[src/verilog/ssb_demod_pkg.sv]
package ssb_demod_pkg;

    // sample format
    localparam int SAMPLE_W = 16;
    localparam int SSB_SYMBOLS = 4;

    // minimum spacing of valid input samples, in clock cycles
    localparam int IN_GAP = 6;

    // unit magnitude of the twiddle factors, Q1.15
    localparam int TW_ONE = 2 ** (SAMPLE_W - 1) - 1;

    // real part in the upper half of the word
    typedef struct packed {
        logic signed [SAMPLE_W-1:0] re;
        logic signed [SAMPLE_W-1:0] im;
    } cplx_t;

    // one stream beat, first marks window start or bin 0
    typedef struct packed {
        logic  first;
        cplx_t data;
    } sym_beat_t;

    typedef struct packed {
        logic pbch_start;
        logic pbch_valid;
        logic sss_start;
        logic sss_valid;
        logic symbol_start;
    } ssb_flags_t;

    typedef enum logic [1:0] {
        CP_IDLE,
        CP_SKIP,
        CP_WINDOW
    } cp_state_e;

    typedef enum logic [1:0] {
        FFT_IDLE,
        FFT_COMPUTE,
        FFT_DRAIN
    } fft_state_e;

    typedef enum logic [1:0] {
        TAG_IDLE,
        TAG_WAIT,
        TAG_SYMBOL
    } tag_state_e;

    // forward transform coefficient exp(-j*2*pi*idx/len)
    function automatic cplx_t twiddle(input int idx, input int len);
        real   ang;
        cplx_t w;
        ang  = -2.0 * 3.14159265358979 * real'(idx) / real'(len);
        w.re = SAMPLE_W'(int'($cos(ang) * real'(TW_ONE)));
        w.im = SAMPLE_W'(int'($sin(ang) * real'(TW_ONE)));
        return w;
    endfunction

endpackage

[src/verilog/cp_remover.sv]
`timescale 1ns/10ps

module cp_remover #(
    parameter int NFFT   = 8,
    parameter int CP_LEN = 18
) (
    input  logic                     clk_i,
    input  logic                     reset_ni,
    input  logic                     ssb_start_i,
    input  ssb_demod_pkg::cplx_t     in_data_i,
    input  logic                     in_valid_i,
    output ssb_demod_pkg::sym_beat_t win_beat_o,
    output logic                     win_valid_o
);

    localparam int FFT_LEN = 2 ** NFFT;
    localparam int CNT_W = $clog2((FFT_LEN > CP_LEN) ? FFT_LEN : CP_LEN);
    localparam int SYM_W = $clog2(ssb_demod_pkg::SSB_SYMBOLS);

    ssb_demod_pkg::cp_state_e state_q;
    logic [CNT_W-1:0]         samp_cnt_q;
    logic [SYM_W-1:0]         sym_cnt_q;
    logic                     open_now;
    logic                     in_window;

    // first symbol has no prefix, the pulse opens its window directly
    always_comb begin
        open_now  = (state_q == ssb_demod_pkg::CP_IDLE) && ssb_start_i;
        in_window = open_now || (state_q == ssb_demod_pkg::CP_WINDOW);
    end

    always_ff @(posedge clk_i) begin
        if (!reset_ni) begin
            state_q    <= ssb_demod_pkg::CP_IDLE;
            samp_cnt_q <= '0;
            sym_cnt_q  <= '0;
        end else begin
            case (state_q)
                ssb_demod_pkg::CP_IDLE: begin
                    if (ssb_start_i) begin
                        state_q    <= ssb_demod_pkg::CP_WINDOW;
                        sym_cnt_q  <= '0;
                        samp_cnt_q <= in_valid_i ? CNT_W'(1) : '0;
                    end
                end
                ssb_demod_pkg::CP_WINDOW: begin
                    if (in_valid_i) begin
                        if (samp_cnt_q == CNT_W'(FFT_LEN - 1)) begin
                            samp_cnt_q <= '0;
                            if (sym_cnt_q == SYM_W'(ssb_demod_pkg::SSB_SYMBOLS - 1)) begin
                                state_q <= ssb_demod_pkg::CP_IDLE;
                            end else begin
                                sym_cnt_q <= sym_cnt_q + 1'b1;
                                state_q   <= ssb_demod_pkg::CP_SKIP;
                            end
                        end else begin
                            samp_cnt_q <= samp_cnt_q + 1'b1;
                        end
                    end
                end
                ssb_demod_pkg::CP_SKIP: begin
                    if (in_valid_i) begin
                        if (samp_cnt_q == CNT_W'(CP_LEN - 1)) begin
                            samp_cnt_q <= '0;
                            state_q    <= ssb_demod_pkg::CP_WINDOW;
                        end else begin
                            samp_cnt_q <= samp_cnt_q + 1'b1;
                        end
                    end
                end
                default: state_q <= ssb_demod_pkg::CP_IDLE;
            endcase
        end
    end

    always_ff @(posedge clk_i) begin
        if (!reset_ni) begin
            win_valid_o <= 1'b0;
        end else begin
            win_valid_o <= in_valid_i && in_window;
        end
    end

    always_ff @(posedge clk_i) begin
        win_beat_o.data  <= in_data_i;
        win_beat_o.first <= open_now || (samp_cnt_q == '0);
    end

    // the fft needs this gap to keep up with the window rate
    input_pacing: assert property (@(posedge clk_i) disable iff (!reset_ni)
        in_valid_i |=> !in_valid_i [*(ssb_demod_pkg::IN_GAP - 1)])
        else $error("cp_remover: input valid closer than %0d cycles", ssb_demod_pkg::IN_GAP);

endmodule

[config.mk]
export PLATFORM = sky130hd
export DESIGN_NAME = cp_remover
export DESIGN_NICKNAME = d
export VERILOG_FILES = /design/src/verilog/ssb_demod_pkg.sv /design/src/verilog/cp_remover.sv
export SDC_FILE = /design/constraint.sdc
export NUM_CORES = 1
export LEC_CHECK = 0
export ABC_AREA = 1
export BUFFER_PORTS_ARGS = -buffer_cell sky130_fd_sc_hd__buf_2
export CAP_MARGIN = 15
export CORE_ASPECT_RATIO = 1.1
export CORE_MARGIN = 2
export CORE_UTILIZATION = 45
export CTS_BUF_LIST = sky130_fd_sc_hd__clkbuf_16
export CTS_CLUSTER_DIAMETER = 150
export DETAILED_ROUTE_END_ITERATION = 16
export GPL_ROUTABILITY_DRIVEN = 0
export GPL_TIMING_DRIVEN = 0
export PLACE_DENSITY = 0.77
export REMOVE_ABC_BUFFERS = 1
export SLEW_MARGIN = 5
export SYNTH_ARGS = -nofsm -noshare
export SYNTH_HDL_FRONTEND = slang
export SYNTH_SLANG_ARGS = --single-unit
[constraint.sdc]
create_clock -name clk_i -period 1.7 [get_ports clk_i]
set_input_delay 0.17 -clock clk_i [delete_from_list [all_inputs] [get_ports clk_i]]
set_output_delay 0.17 -clock clk_i [all_outputs]
set_load 0.01 [all_outputs]
After elaboration in Yosys (flattened, before gate mapping):

Cells that the tools add are included.

* $add $sub $neg: 2
* equal/unequal tests: 11
* mux-type cells: 19
* reduce and logical (&&, ||, !) cells: 11

Operators by type and width (count)
* $mux W8: 5
* $pmux W8 S3: 1
* $mux W2: 9
* $ne A2 B2 Y1 const B: 5
* $reduce_and A5 Y1: 2
* $add A8 B1 Y8 const B: 1
* $eq A8 B5 Y1 const B: 1
* $eq A8 B8 Y1 const B: 1
* $logic_not A8 Y1: 1
* $pmux W2 S3: 1
* $eq A2 B2 Y1 const B: 2
* $pmux W2 S2: 1
* $reduce_and A4 Y1: 1
* $reduce_bool A3 Y1: 1
* $add A2 B1 Y2 const B: 1
* $eq A2 B1 Y1 const B: 1
* $logic_and A1 B1 Y1: 2
* $logic_not A2 Y1: 1
* $logic_or A1 B1 Y1: 2
* $mux W1: 2
* $ne A2 B1 Y1 const B: 1
* $reduce_bool A2 Y1: 1

* bits in registers: 46
* input bits: 36
* output and inout port bits: 34
* logic and storage cells: 50

Logic depth before layout (Yosys ltp):

* depth in word-level cells: 5
* mapped depth: 11
* depth with buffers taken out: 11

Worst setup path after synthesis:

No wires, ideal clock.

* path type: reg-to-reg
* start: register state_q[0]
* end: register samp_cnt_q[6]
* setup time: 0.111 ns
* data arrival time: 1.308 ns
* required time: 1.589 ns
* slack: 0.281 ns
* stages on the path, launching flop included: 11
* path buffers: 0
* clock period less this slack: 1.419 ns
* cell sequence: dfxtp_1 inv_1 ha_1 nand2_1 nand2_2 nor2_4 inv_2 nor2_1 nand3_1 nand2_1 nor2_1

* word-level cells in the longest chain between the ends: 3
* elaborated cells between the ends (all ways): 9
* those cells by class: eq/ne (5); mux (1); reduce/logical (3)

RTL lines
* start, declared: line cp_remover.sv:20 `ssb_demod_pkg::cp_state_e state_q;`
* start signal, assigned: line cp_remover.sv:34 `state_q <= ssb_demod_pkg::CP_IDLE;`
* start signal, assigned: line cp_remover.sv:41 `state_q <= ssb_demod_pkg::CP_WINDOW;`
* start signal, assigned: line cp_remover.sv:51 `state_q <= ssb_demod_pkg::CP_IDLE;`
* $eq A2 B1 Y1 (tied with other cells): line cp_remover.sv:38 `case (state_q)`
* $ne A2 B2 Y1 (no source line) or $reduce_bool A3 Y1 (tied branches)
* $reduce_and A4 Y1 (no source line)
* end signal, assigned: line cp_remover.sv:43 `samp_cnt_q <= in_valid_i ? CNT_W'(1) : '0;`
* end signal, assigned: line cp_remover.sv:57 `samp_cnt_q <= samp_cnt_q + 1'b1;`
* end signal, assigned: line cp_remover.sv:67 `samp_cnt_q <= samp_cnt_q + 1'b1;`
* end, declared: line cp_remover.sv:21 `logic [CNT_W-1:0] samp_cnt_q;`

Several ways; a longest one is shown, not always the timed one.
A chain may end at the register's enable or synchronous reset.

Worst setup path in the final report:

* start: register state_q[0]
* end: register samp_cnt_q[7]

Same word-level chain as after synthesis.

==> impl_metrics.tcl <==
set metrics [dict create \
    detail_route.iter0.violations 57 \
    post-route-worst-setup-slack_ns 0.0983 \
    final_cells 303 \
    ctsLongestPathBuffers 2 \
    timing.critical_path.from_type "flip-flop" \
    class_of_the_tightest_hold_or_removal_check "in -> reg" \
    final_layout_size_suffix_gt1_share_pct 36.3 \
    grt_pass1_wl_um 6530 \
    cts_root_buffer "sky130_fd_sc_hd__clkbuf_16" \
    drt-met1-wl_um 1530 \
    finalCoreUtilization_pct 73.2 \
    synth_area_leaders "sky130_fd_sc_hd__dfxtp_1, sky130_fd_sc_hd__ha_1, sky130_fd_sc_hd__nand2_1, sky130_fd_sc_hd__nor2_1, sky130_fd_sc_hd__inv_1" \
    slew_viol_final 0 \
    area_of_the_placeable_core_um2 3280 \
    clock_latency_ns 0.28 \
    max_slew.worst_pin.slew_ns 0.432 \
    placedCellCount 263 \
    routed-via-count 1409 \
    r2r-start "state_q[0]" \
    clock-skew-final_ns 0.00282 \
    place.detailed.hpwl_um 2260 \
    cts_tree "built" \
    cts-htree-levels 2 \
    criticalPathCategory "reg -> reg" \
    power_density_nw_per_um2 1320 \
    finalSetupTns_ns 0 \
    floorplan.initialDensity_pct 46.2 \
    numCtsBuffers 5 \
    design.die.area_um2 3840 \
    rsz0062_at_grt "false" \
    grt_start_max_net_pins 16 \
    antenna_cells 0 \
    period_share_pct 94.2 \
    critPathCaptureType "flip-flop" \
    dieWidth_um 59.3 \
    finalPower_mw 3.17 \
    finalWirelength_um 4010 \
    grtUsageTotal_pct 23.2 \
    via_count_of_the_first_global_routing_pass 1526 \
    synth_top_flop_cell "sky130_fd_sc_hd__dfxtp_1" \
    synth.most_common_cell "sky130_fd_sc_hd__dfxtp_1" \
    netlist.top_cell.by_area "sky130_fd_sc_hd__dfxtp_1" \
    drt.antenna.violating_nets 0 \
    dp_worst_setup_slack_ns 0.0600 \
    synth_async_sr_flop_share_pct 0 \
    status "complete, no violations" \
    floorplan.io_pins 70 \
    slew_headroom_pct 71.0 \
    synth_area_um2 1510 \
    routed_wire_length_on_met3_um 361 \
    power.ir.vdd_worst_mv 0.845 \
    yosysWarningCount 0 \
    post-synth-top-area-fraction_pct 60.9 \
    avgRoutedWirePerCell_um 13.2 \
    highest-signal-layer "met4" \
    p_leak_nw 1.16 \
    cts_num_sinks 46 \
    post-route-drc-count 0 \
    number_of_antenna_violations_at_the_first_check_in_global_routing 0 \
    hold_path_startpoint "in_data_i[6]" \
    post_synth_edffs 0 \
    setup_viol 0 \
    worst-endpoint-required_ns 1.88 \
    die-height_um 64.8 \
    gr-total-overflow 0 \
    worst_setup_hold_path_clk_slew_ns 0.06 \
    drt-vias-per-instance 4.65 \
    worst_path_fanout_max 7 \
    synth_seq_area_share_pct 60.9 \
    critPathArrivalTime_ns 1.78 \
    maxCapViolCount 0 \
    instance_count_of_the_mapped_netlist 158 \
    fmax_mhz 624 \
    crit_path_start "state_q[0]" \
    port-buffer-count 69 \
    syn_to_final_growth_pct 58.5 \
    routed-wl-met2_um 1980 \
    timing_hold_violations_final 0 \
    row_count 22 \
    drt_pre_antenna_iters 4 \
    syn-mean-instance-area_um2 9.57 \
    finish.net_count 311 \
    yosys_register_bits 46 \
    final_period_minus_worst_setup_slack_ns 1.60 \
    synth.top_cells.by_count "sky130_fd_sc_hd__dfxtp_1, sky130_fd_sc_hd__nand2_1, sky130_fd_sc_hd__nor2_1" \
    yosysUniqueCellTypes 20 \
]
-- worst max-delay path, stage by stage, from the launching register on --
cell and delay, ns:
sky130_fd_sc_hd__dfxtp_2 0.36, sky130_fd_sc_hd__inv_1 0.08, sky130_fd_sc_hd__ha_1 0.24, sky130_fd_sc_hd__nand2_1 0.09
sky130_fd_sc_hd__nand2_2 0.08, sky130_fd_sc_hd__nor2_4 0.21, sky130_fd_sc_hd__nand3_1 0.19, sky130_fd_sc_hd__nand2_1 0.11
sky130_fd_sc_hd__nand2_1 0.06, sky130_fd_sc_hd__inv_1 0.05, sky130_fd_sc_hd__nor2_1 0.04
-- flip-flops by register name, indices dropped and copies added, names as in the netlist --
signal,cells
win_valid_o,1
samp_cnt_q,8
win_beat_o,33
state_q,2
sym_cnt_q,2
-- cell type report --
type,instances,area [um2]
Inverter,17,63.8
Sequential cell,46,923
Clock inverter,3,43.8
Clock buffer,5,125
Timing Repair Buffer,101,661
Fill cell,232,878
Multi-Input combinational cell,95,536
Tap cell,36,45.0
-- per-layer routing --
layer | up-vias | GRT usage [%]
li1 | 706 | -
met1 | 624 | 23.5
met2 | 65 | 37.9
met3 | 14 | 10.6
met4 | 0 | 13.9
met5 | - | 0
-- where the power goes --
group	switching [mW]	internal, mW	leakage, nW
clock network	0.403	0.695	0.0842
registers	0.0515	1.19	0.385
logic	0.476	0.353	0.691
total	0.931	2.24	1.16
-- logic make-up (layout without fill, tap and decap cells) --
| group | after synthesis | count (layout) | share of synthesized area [%] |
|---|---|---|---|
| AO/OA/AOI/OAI | 13 | 13 | 4.88 |
| XOR/XNOR | 2 | 2 | 1.16 |
| adder cells (fa/ha/maj) | 9 | 9 | 7.44 |
| buffers and inverters | 17 | 126 | 4.22 |
| flip-flops | 46 | 46 | 60.9 |
| AND/OR/NAND/NOR | 71 | 71 | 21.4 |
-- path summary, 6_finish.rpt --
| path | to | slack, ns | cells after the start |
|---|---|---|---|
| setup / recovery | samp_cnt_q[7] | 0.1 | 10 |
| hold / removal | win_beat_o[6] | 0.006 | 1 |
| setup reg to reg | samp_cnt_q[7] | 0.1 | 10 |
| hold reg to reg | sym_cnt_q[1] | 0.49 | 2 |
-- layout by cell type, fill, tap and decap left out --
master / n
sky130_fd_sc_hd__dfxtp_2: 2
sky130_fd_sc_hd__bufinv_16: 1
sky130_fd_sc_hd__nor2_1: 24
sky130_fd_sc_hd__a21o_1: 1
sky130_fd_sc_hd__nand2_2: 7
sky130_fd_sc_hd__o21ai_1: 1
sky130_fd_sc_hd__clkbuf_16: 5
sky130_fd_sc_hd__nand2_4: 1
sky130_fd_sc_hd__inv_1: 14
sky130_fd_sc_hd__dlygate4sd3_1: 30
sky130_fd_sc_hd__nand3_1: 6
sky130_fd_sc_hd__inv_6: 1
sky130_fd_sc_hd__inv_2: 3
sky130_fd_sc_hd__buf_4: 2
sky130_fd_sc_hd__a211oi_1: 1
sky130_fd_sc_hd__nand2_1: 25
sky130_fd_sc_hd__buf_2: 69
sky130_fd_sc_hd__xor2_1: 2
sky130_fd_sc_hd__or2_0: 1
sky130_fd_sc_hd__nor2_4: 2
sky130_fd_sc_hd__nor3_1: 2
sky130_fd_sc_hd__o21ai_0: 5
sky130_fd_sc_hd__ha_1: 7
sky130_fd_sc_hd__o21ai_2: 1
sky130_fd_sc_hd__dfxtp_1: 44
sky130_fd_sc_hd__ha_2: 2
sky130_fd_sc_hd__a21oi_1: 4
sky130_fd_sc_hd__nand4_1: 3
sky130_fd_sc_hd__clkinv_2: 1
-- metrics by stage --
step / instance area [um2] / hold slack (ns)
after floorplan: 1510 / 0.198
after global placement: 1900 / 0.272
after detailed placement: 1900 / 0.274
after CTS: 2380 / 0.00159
after global routing: 2400 / 0.00156
final: 2400 / 0.00612
-- repair_timing --
item / in CTS / in global routing
resized for setup: 1 / 4
buffers inserted: 1 / 1
hold buffers: 30 / 0
hold endpoints to repair: 30 / 0
endpoints found under the setup margin: 1 / 9
pin swaps: 1 / 1
(Power assumes the default switching activity.)
