$ cat config.mk
export PLATFORM = sky130hd
export DESIGN_NAME = symbol_tagger
export DESIGN_NICKNAME = d
export VERILOG_FILES = /design/src/verilog/ssb_demod_pkg.sv /design/src/verilog/symbol_tagger.sv
export SDC_FILE = /design/constraint.sdc
export NUM_CORES = 1
export LEC_CHECK = 0
export ABC_AREA = 1
export BUFFER_PORTS_ARGS = -buffer_cell sky130_fd_sc_hd__buf_2
export CORE_MARGIN = 8
export CORE_UTILIZATION = 39
export DETAILED_ROUTE_END_ITERATION = 10
export PLACE_DENSITY_LB_ADDON = 0.25
export SYNTH_ARGS = -nofsm -noshare
export SYNTH_HDL_FRONTEND = slang
export SYNTH_SLANG_ARGS = --single-unit
$ cat constraint.sdc
create_clock -name clk_i -period 1.2 [get_ports clk_i]
set_input_delay 0.06 -clock clk_i [delete_from_list [all_inputs] [get_ports clk_i]]
set_output_delay 0.06 -clock clk_i [all_outputs]
set_load 0.01 [all_outputs]
$ cat src/verilog/ssb_demod_pkg.sv
package ssb_demod_pkg;

    // sample format
    localparam int SAMPLE_W = 16;
    localparam int SSB_SYMBOLS = 4;

    // minimum spacing of valid input samples, in clock cycles
    localparam int IN_GAP = 6;

    // unit magnitude of the twiddle factors, Q1.15
    localparam int TW_ONE = 2 ** (SAMPLE_W - 1) - 1;

    // real part in the upper half of the word
    typedef struct packed {
        logic signed [SAMPLE_W-1:0] re;
        logic signed [SAMPLE_W-1:0] im;
    } cplx_t;

    // one stream beat, first marks window start or bin 0
    typedef struct packed {
        logic  first;
        cplx_t data;
    } sym_beat_t;

    typedef struct packed {
        logic pbch_start;
        logic pbch_valid;
        logic sss_start;
        logic sss_valid;
        logic symbol_start;
    } ssb_flags_t;

    typedef enum logic [1:0] {
        CP_IDLE,
        CP_SKIP,
        CP_WINDOW
    } cp_state_e;

    typedef enum logic [1:0] {
        FFT_IDLE,
        FFT_COMPUTE,
        FFT_DRAIN
    } fft_state_e;

    typedef enum logic [1:0] {
        TAG_IDLE,
        TAG_WAIT,
        TAG_SYMBOL
    } tag_state_e;

    // forward transform coefficient exp(-j*2*pi*idx/len)
    function automatic cplx_t twiddle(input int idx, input int len);
        real   ang;
        cplx_t w;
        ang  = -2.0 * 3.14159265358979 * real'(idx) / real'(len);
        w.re = SAMPLE_W'(int'($cos(ang) * real'(TW_ONE)));
        w.im = SAMPLE_W'(int'($sin(ang) * real'(TW_ONE)));
        return w;
    endfunction

endpackage

$ cat src/verilog/symbol_tagger.sv
`timescale 1ns/10ps

module symbol_tagger #(
    parameter int NFFT = 8
) (
    input  logic                      clk_i,
    input  logic                      reset_ni,
    input  logic                      ssb_start_i,
    input  ssb_demod_pkg::sym_beat_t  bin_beat_i,
    input  logic                      bin_valid_i,
    output ssb_demod_pkg::cplx_t      out_data_o,
    output logic                      out_valid_o,
    output ssb_demod_pkg::ssb_flags_t flags_o
);

    localparam int FFT_LEN = 2 ** NFFT;
    localparam int SYM_W = $clog2(ssb_demod_pkg::SSB_SYMBOLS);

    ssb_demod_pkg::tag_state_e state_q;
    logic [NFFT-1:0]           bin_cnt_q;
    logic [SYM_W-1:0]          sym_cnt_q;
    logic                      tagging;
    logic                      sym_first;

    always_comb begin
        sym_first = bin_valid_i && bin_beat_i.first && (state_q == ssb_demod_pkg::TAG_WAIT);
        tagging   = sym_first || (bin_valid_i && (state_q == ssb_demod_pkg::TAG_SYMBOL));
    end

    always_ff @(posedge clk_i) begin
        if (!reset_ni) begin
            state_q   <= ssb_demod_pkg::TAG_IDLE;
            bin_cnt_q <= '0;
            sym_cnt_q <= '0;
        end else begin
            case (state_q)
                ssb_demod_pkg::TAG_IDLE: begin
                    if (ssb_start_i) begin
                        sym_cnt_q <= '0;
                        state_q   <= ssb_demod_pkg::TAG_WAIT;
                    end
                end
                ssb_demod_pkg::TAG_WAIT: begin
                    if (sym_first) begin
                        bin_cnt_q <= NFFT'(1);
                        state_q   <= ssb_demod_pkg::TAG_SYMBOL;
                    end
                end
                ssb_demod_pkg::TAG_SYMBOL: begin
                    if (bin_valid_i) begin
                        if (bin_cnt_q == NFFT'(FFT_LEN - 1)) begin
                            bin_cnt_q <= '0;
                            if (sym_cnt_q == SYM_W'(ssb_demod_pkg::SSB_SYMBOLS - 1)) begin
                                state_q <= ssb_demod_pkg::TAG_IDLE;
                            end else begin
                                sym_cnt_q <= sym_cnt_q + 1'b1;
                                state_q   <= ssb_demod_pkg::TAG_WAIT;
                            end
                        end else begin
                            bin_cnt_q <= bin_cnt_q + 1'b1;
                        end
                    end
                end
                default: state_q <= ssb_demod_pkg::TAG_IDLE;
            endcase
        end
    end

    // symbol 0 is PBCH, symbol 1 is SSS
    always_ff @(posedge clk_i) begin
        if (!reset_ni) begin
            out_valid_o <= 1'b0;
            flags_o     <= '0;
        end else begin
            out_valid_o          <= bin_valid_i;
            flags_o.symbol_start <= sym_first;
            flags_o.pbch_start   <= sym_first && (sym_cnt_q == SYM_W'(0));
            flags_o.pbch_valid   <= tagging && (sym_cnt_q == SYM_W'(0));
            flags_o.sss_start    <= sym_first && (sym_cnt_q == SYM_W'(1));
            flags_o.sss_valid    <= tagging && (sym_cnt_q == SYM_W'(1));
        end
    end

    always_ff @(posedge clk_i) begin
        out_data_o <= bin_beat_i.data;
    end

    // fft drain must deliver a symbol without gaps
    bins_contiguous: assert property (@(posedge clk_i) disable iff (!reset_ni)
        state_q == ssb_demod_pkg::TAG_SYMBOL |-> bin_valid_i)
        else $error("symbol_tagger: gap inside a symbol's bin run");

endmodule

Word level (Yosys, flattened, before mapping)
Index checks and enable logic that the tools add are counted.

Input port bits: 37. Register bits after elaboration: 50. Output and inout port bits: 38.

Muxes and demuxes: 15. Reduce and logical (&&, ||, !) cells: 15. Eq/ne operators: 10. Add/sub/neg operators: 2.

Operators with widths (number): 2-to-1 mux 8 bit (3); 2-to-1 mux 2 bit (8); case mux 8 bit (2 select lines) (1); adder 8 x 1 -> 8 bit (second input constant) (1); equality test 8 bit (second input constant) (1); inequality test 2 bit (second input constant) (4); logical AND 1 bit (7); case mux 2 bit (3 select lines) (1); AND reduction 5 bit (1); equality test 2 x 1 -> 1 bit (second input constant) (2); equality test 2 bit (second input constant) (2); zero test 2 bit (2); case mux 2 bit (2 select lines) (1); AND reduction 4 bit (1); nonzero test 2 bit (2); AND reduction 3 bit (1); adder 2 x 1 -> 2 bit (second input constant) (1); inequality test 2 x 1 -> 1 bit (second input constant) (1); logical OR 1 bit (1); 2-to-1 mux 1 bit (1).

Longest topological paths before layout
Gate-level depths: netlist (run 1).

Word-level depth: 5. Depth in mapped cells: 10. Gate-level depth less buffers: 9.

Least setup slack after synthesis (run 1)
OpenSTA, ideal clock, no wires.

Path kind: flip-flop to flip-flop. Start point: register bin_cnt_q[0]. End point: register sym_cnt_q[0]. Period minus slack after synthesis: 1.217 ns. Buffers on the path: 0. Path slack: -0.017 ns. Required time: 1.085 ns. Setup time: 0.115 ns. Cell stages (with the launch flop): 9. Arrival time: 1.102 ns. Path through: dfxtp_1 -> ha_1 -> nand2_1 -> nor2_1 -> nand3_1 -> nand2_1 -> nand3_1 -> nand2_1 -> nor2_1.

Longest elaborated chain between the ends: 3.

RTL lines: from (decl) (RTL line symbol_tagger.sv:20) `logic [NFFT-1:0] bin_cnt_q;`; from (signal assigned) (RTL line symbol_tagger.sv:60) `bin_cnt_q <= bin_cnt_q + 1'b1;`; equality test 8 bit (RTL line symbol_tagger.sv:51) `if (bin_cnt_q == NFFT'(FFT_LEN - 1)) begin`; inequality test 2 x 1 -> 1 bit (no line); AND reduction 5 bit (no line); to (signal assigned) (RTL line symbol_tagger.sv:56) `sym_cnt_q <= sym_cnt_q + 1'b1;`; to (decl) (RTL line symbol_tagger.sv:21) `logic [SYM_W-1:0] sym_cnt_q;`.

No other way between the ends. A chain may end at the register's enable or synchronous reset.

Worst setup path after layout (run 1)
Start point: register bin_cnt_q[0]. End point: register bin_cnt_q[6].

Longest elaborated chain between the ends: 4.

RTL lines: adder 8 x 1 -> 8 bit / equality test 8 bit (equally long branches) (RTL line symbol_tagger.sv:60, symbol_tagger.sv:51); 2-to-1 mux 8 bit * (RTL line symbol_tagger.sv:51); 2-to-1 mux 8 bit * (RTL line symbol_tagger.sv:50) `if (bin_valid_i) begin`; case mux 8 bit (2 select lines) * (RTL line symbol_tagger.sv:36) `case (state_q)`.

Every way passes the cells marked *; elsewhere a longest branch is shown, timed or not. The select of a mux whose other input is x is not followed.

==> impl_metrics.yaml, run 1 <==
die:
  ios: 75
  die_h_um: 77.7
  die_w_um: 77.7
  rows: 22
  dieArea_um2: 6040
  start_util_pct: 40.6
  coreArea_um2: 3660
pwr:
  switching_share_pct: 22.8
  vdd_drop_max_mv: 0.666
  p_clk_share_pct: 31.6
  p_seq_share_pct: 56.3
  p_switching_uw: 715
  totalPowerFinal_mw: 3.13
  p_comb_share_pct: 12.1
  p_per_area_nw_per_um2: 1260
  intPower_mw: 2.42
  leakagePower_nw: 1.16
place:
  hpwl_mm: 2.68
  post_dp_cell_area_um2: 1970
  post-place-ws_ns: -0.0234
  globalplace.congestion: 0.828
  io_buffers: 74
layout:
  finalNetCount: 314
  syn_to_final_growth_pct: 67.3
  layout_commonest_cell: "buf_2"
  final_layout_size_suffix_gt1_share_pct: 41.6
  n_antenna_cell: 0
  layout_common_cells: "buf_2, dfxtp_1, dlygate4sd3_1"
  design_area_um2: 2480
  multi_input_comb_area_um2: 493
  seq_area_um2: 1010
  nFillCells: 276
clock_network:
  clock_path_buffers: 2
  htreeDepth: 2
  clk_latency_ns: 0.29
  cts_buffers: 5
  cts_tree: "done"
  clock-sinks: 50
  clk_pin_slew_worst_paths_ns: 0.08
  root_buffer: "clkbuf_8"
grt:
  grt_pass1_vias: 1394
  grt_overflow: 0
  grt_max_degree: 16
  track_usage_pct: 13.1
  grt_pass1_wl_mm: 6.41
  antenna_found_initial: 0
worst_hold_path:
  hold_class: "input pin to flop"
  whs_endpoint: "out_valid_o"
  whs_path_depth: 3
  holdCritStartpoint: "bin_valid_i"
routing:
  viasPerCell: 4.27
  avgRoutedWirePerCell_um: 12.2
  drt_first_pass_iters: 6
  drtIter0Drc: 63
  route.detailed.drc: 0
  routed-via-count: 1376
  postRouteWirelength_mm: 3.92
  drtAntennaViolNets: 0
  dr_wl_met3_um: 345
  wl_met2_mm: 1.91
  m1WireLength_mm: 1.65
  highest_layer: "met4"
setup_path:
  cp.required_ns: 1.44
  reg2regPathDepth: 8
  end_kind: "flop"
  timing.rr.end: "bin_cnt_q[6]"
  cp.arrival_ns: 1.41
  crit_type: "flop to flop"
  critPathLaunchType: "flop"
  cp_max_fo: 2
  reg2reg_from: "bin_cnt_q[0]"
  reg2reg_slack_ns: 0.03
  startpoint: "bin_cnt_q[0]"
logic_synthesis:
  ys_ff_latch: 50
  ys_seq_area_share_pct: 67.4
  syn-cell-area_um2: 1490
  synthCells: 151
  syn_avg_cell_area_um2: 9.84
  ys.warnings.count: 0
  synth_nets: 192
  yosysUniqueCellTypes: 18
timing:
  fmax_ghz: 0.856
  slew_headroom_pct: 77.3
  min_period_over_period_pct: 97.3
  finClkSkew_ns: 0.00514
  finalWorstSetupSlack_ns: 0.0322
  setup_violations: 0
  hold_viol: 0
  period_minus_slack_ns: 1.17
  finalSetupTns_ns: 0
  slew_viol_final: 0
  rsz0062_at_grt: "true"
  worst_pin_slew_ns: 0.337
job:
  maxCapViolations: 0
run_status:
  status: "complete, no violations"
## routing by layer
layer / up-vias / GRT usage, %
met5: - / 0
met1: 602 / 13.9
met2: 53 / 21.9
met4: 0 / 4.34
met3: 4 / 6.68
li1: 717 / -
## synthesized netlist by cell type
master,count,area (um^2)
a21oi_1,9,45.0
buf_6,1,11.3
dfxtp_1,50,1000
ha_1,4,50.1
inv_1,14,52.6
inv_2,2,7.51
nand2_1,29,109
nand2_4,1,11.3
nand3_1,9,45.0
nand4_1,1,6.26
nor2_1,19,71.3
nor2_2,1,6.26
nor2_4,1,11.3
nor3_1,5,25.0
nor3_2,1,10.0
o211ai_1,1,7.51
o21ai_0,2,10.0
o21ai_1,1,5.00
## sequential cells by signal (all words and copies together), names as in the netlist
signal,flops
out_valid_o,1
out_data_o,32
sym_cnt_q,2
state_q,2
flags_o,5
bin_cnt_q,8
## worst max-delay path, stage by stage (launching register included)
cell	delay (ns)
dfxtp_2	0.36
ha_4	0.14
buf_6	0.09
nand4_1	0.13
nor2_1	0.17
nand2_1	0.06
nand2_1	0.05
nand2_1	0.04
nor2_1	0.07
## layout make-up
cell class | instances | area share (%)
tap | 48 | 2.42
clock buffer | 7 | 3.47
timing repair buffer | 115 | 31.0
sequential | 50 | 40.5
inverter | 16 | 2.42
multi-input combinational | 85 | 19.8
clock inverter | 1 | 0.352
## power groups by stage
stage	registers (mW)	logic [mW]	clock network [mW]
2_1_floorplan	1.84	0.0874	0
3_3_place_gp	1.80	0.272	0
3_5_place_dp	1.80	0.275	0
4_1_cts	1.76	0.359	1.03
5_1_grt	1.77	0.415	1.10
6_report	1.76	0.378	0.990
## worst max-delay path by stage
stage                        end
CTS                 sym_cnt_q[0]
global route        bin_cnt_q[6]
detailed placement  sym_cnt_q[0]
finish              bin_cnt_q[6]
floorplan           sym_cnt_q[0]
global placement    sym_cnt_q[0]
## metrics by stage
| step | utilization, % | hold WS, ns | std cells |
|---|---|---|---|
| CTS | 65.5 | 0.0230 | 320 |
| finish | 67.9 | 0.0621 | 322 |
| global placement | 53.8 | 0.162 | 280 |
| floorplan | - | 0.0877 | 151 |
| global route | 67.9 | 0.0604 | 322 |
| detailed placement | 53.8 | 0.164 | 280 |
## timing repair
item / CTS / global route
resized for setup: 7 / 17
setup endpoints to repair: 7 / 10
hold endpoints to repair: 32 / 0
hold buffers: 32 / 0
setup buffers: 0 / 1
gates cloned: 0 / 1
pin swaps: 3 / 8
## kinds of logic (layout without fill, tap and decap cells)
| logic type | count (synthesis) | after routing | share of synthesized area [%] |
|---|---|---|---|
| AND/OR/NAND/NOR | 67 | 68 | 19.9 |
| flip-flops | 50 | 50 | 67.4 |
| buffers and inverters | 17 | 139 | 4.80 |
| AO/OA/AOI/OAI | 13 | 13 | 4.55 |
| adder cells (fa/ha/maj) | 4 | 4 | 3.37 |
Power figures use the tool's default switching activity.
==> run 2: changes to the inputs <==
- PLACE_DENSITY: not set -> 0.8
- PLACE_DENSITY_LB_ADDON: 0.25 -> not set
==> impl_metrics.yaml, run 2 (synthesis results as in run 1) <==
pwr:
  switching_share_pct: 24.3
  vdd_drop_max_mv: 0.498
  leakagePower_nw: 1.16
  intPower_mw: 2.35
  p_per_area_nw_per_um2: 1260
  p_switching_uw: 756
  p_clk_share_pct: 30.8
  p_seq_share_pct: 56.9
  totalPowerFinal_mw: 3.11
  p_comb_share_pct: 12.3
routing:
  route.detailed.drc: 0
  drtAntennaViolNets: 0
  postRouteWirelength_mm: 4.61
  viasPerCell: 4.44
  drtIter0Drc: 73
  avgRoutedWirePerCell_um: 14.4
  routed-via-count: 1424
  drt_first_pass_iters: 4
setup_path:
  cp_slowest_stage_delay_ns: 0.36
  end_kind: "flop"
  critPathLaunchType: "flop"
  path_cells: "ha_4, nand2_4, nor2_4, nand2_1, nand2_1, nand2_2, nand2_4, nor2_1"
  cp.required_ns: 1.40
  cp_max_fo: 5
  cp.arrival_ns: 1.38
  crit_family: "simple AND/OR/NAND/NOR gates"
  crit_slowest_cell: "dfxtp_2"
  critPathBufInv: 0
  crit_type: "flop to flop"
layout:
  final_layout_size_suffix_gt1_share_pct: 43.2
  top_register: "out_data_o"
  layout_common_cells: "buf_2, dfxtp_1, dlygate4sd3_1"
  finalNetCount: 313
  largest_reg_flops: 32
  layout_commonest_cell: "buf_2"
  reg_top3: "out_data_o: 32 flops, bin_cnt_q: 8 flops, flags_o: 5 flops"
  n_antenna_cell: 0
  syn_to_final_growth_pct: 66.3
  postLayoutCoreUtil_pct: 67.5
die:
  die_w_um: 77.7
  start_util_pct: 40.6
  die_h_um: 77.7
  rows: 22
  ios: 75
  coreArea_um2: 3660
  dieArea_um2: 6040
timing:
  worst_pin_slew_ns: 0.284
  finClkSkew_ns: 0.00652
  hold_viol: 0
  period_minus_slack_ns: 1.18
  fmax_ghz: 0.846
  min_period_over_period_pct: 98.5
  slew_viol_final: 0
  setup_violations: 0
  slew_headroom_pct: 81.1
  rsz0062_at_grt: "true"
grt:
  grt_pass1_vias: 1415
  grt_pass1_wl_mm: 7.06
  antenna_found_initial: 0
  grt_overflow: 0
  grt_max_degree: 17
  track_usage_pct: 14.5
place:
  io_buffers: 74
  hpwl_mm: 2.68
  globalplace.congestion: 0.818
run_status:
  status: "complete, no violations"
clock_network:
  clock-sinks: 50
  htreeDepth: 2
  cts_tree: "done"
  clk_latency_ns: 0.30
  cts_buffers: 5
  clock_path_buffers: 2
  clk_pin_slew_worst_paths_ns: 0.09
  root_buffer: "clkbuf_8"
worst_hold_path:
  hold_class: "input pin to flop"
job:
  maxCapViolations: 0
## run 2: cell types whose count changed in the layout (fill, tap and decap cells not counted), moves of 2 or more
cell and change:
nand3_1 -2, buf_4 +2, a21oi_2 +2, buf_6 -3, nand3_2 +2
## run 2: worst register-to-register path, delay by kind of cell, from the launching register on
kind                     cells  cell delay, ns
flip-flops                   1            0.36
AND/OR/NAND/NOR              7            0.57
adder cells (fa/ha/maj)      1            0.16
## run 2: final cells by class
cell class	count	area, um^2
Clock buffer	5	68.8
Clock inverter	3	21.3
Fill cell	239	1190
Inverter	16	60.1
Multi-Input combinational cell	85	502
Sequential cell	50	1010
Tap cell	48	60.1
Timing Repair Buffer	114	751
## run 2: worst paths after layout
check                     from      endpoint  slack (ns)  cells past startpoint
setup / recovery  bin_cnt_q[1]  bin_cnt_q[6]        0.02                      8
hold / removal     bin_valid_i   out_valid_o        0.04                      3
hold reg to reg   bin_cnt_q[5]  bin_cnt_q[5]        0.48                      2
setup reg to reg  bin_cnt_q[1]  bin_cnt_q[6]        0.02                      8
## run 2: per-stage QoR
step / cells / TNS, ns / setup slack [ns] / area (um^2) / hold slack, ns
floorplan: 151 / 0 / 0.00910 / 1490 / 0.0877
global placement: 280 / -0.0345 / -0.0178 / 1970 / 0.162
detailed placement: 280 / -0.289 / -0.0831 / 1970 / 0.164
CTS: 320 / 0 / 0.0103 / 2410 / 0.00982
global route: 321 / -0.326 / -0.0520 / 2470 / 0.0366
finish: 321 / 0 / 0.0182 / 2470 / 0.0403
## run 2: repair_timing
action | CTS | global route
setup endpoints to repair | 8 | 13
gates cloned | 0 | 1
gates resized for setup | 8 | 16
endpoints found under the hold margin | 32 | 0
hold buffers | 32 | 0
setup buffers | 0 | 0
pin swaps | 2 | 5
## run 2: routing by layer
layer	up-vias	global-route usage, %	share of wire [%]
li1	715	-	-
met1	647	15.4	41
met2	57	25.7	50
met3	5	5.41	7.8
met4	0	5.09	1.3
met5	-	0	0
## run 2: power groups by stage
stage	Clock [mW]	Sequential [mW]	Combinational (mW)
floorplan	0	1.84	0.0874
finish	0.956	1.77	0.380
global placement	0	1.80	0.268
detailed placement	0	1.80	0.276
CTS	0.984	1.76	0.360
global route	1.08	1.78	0.419
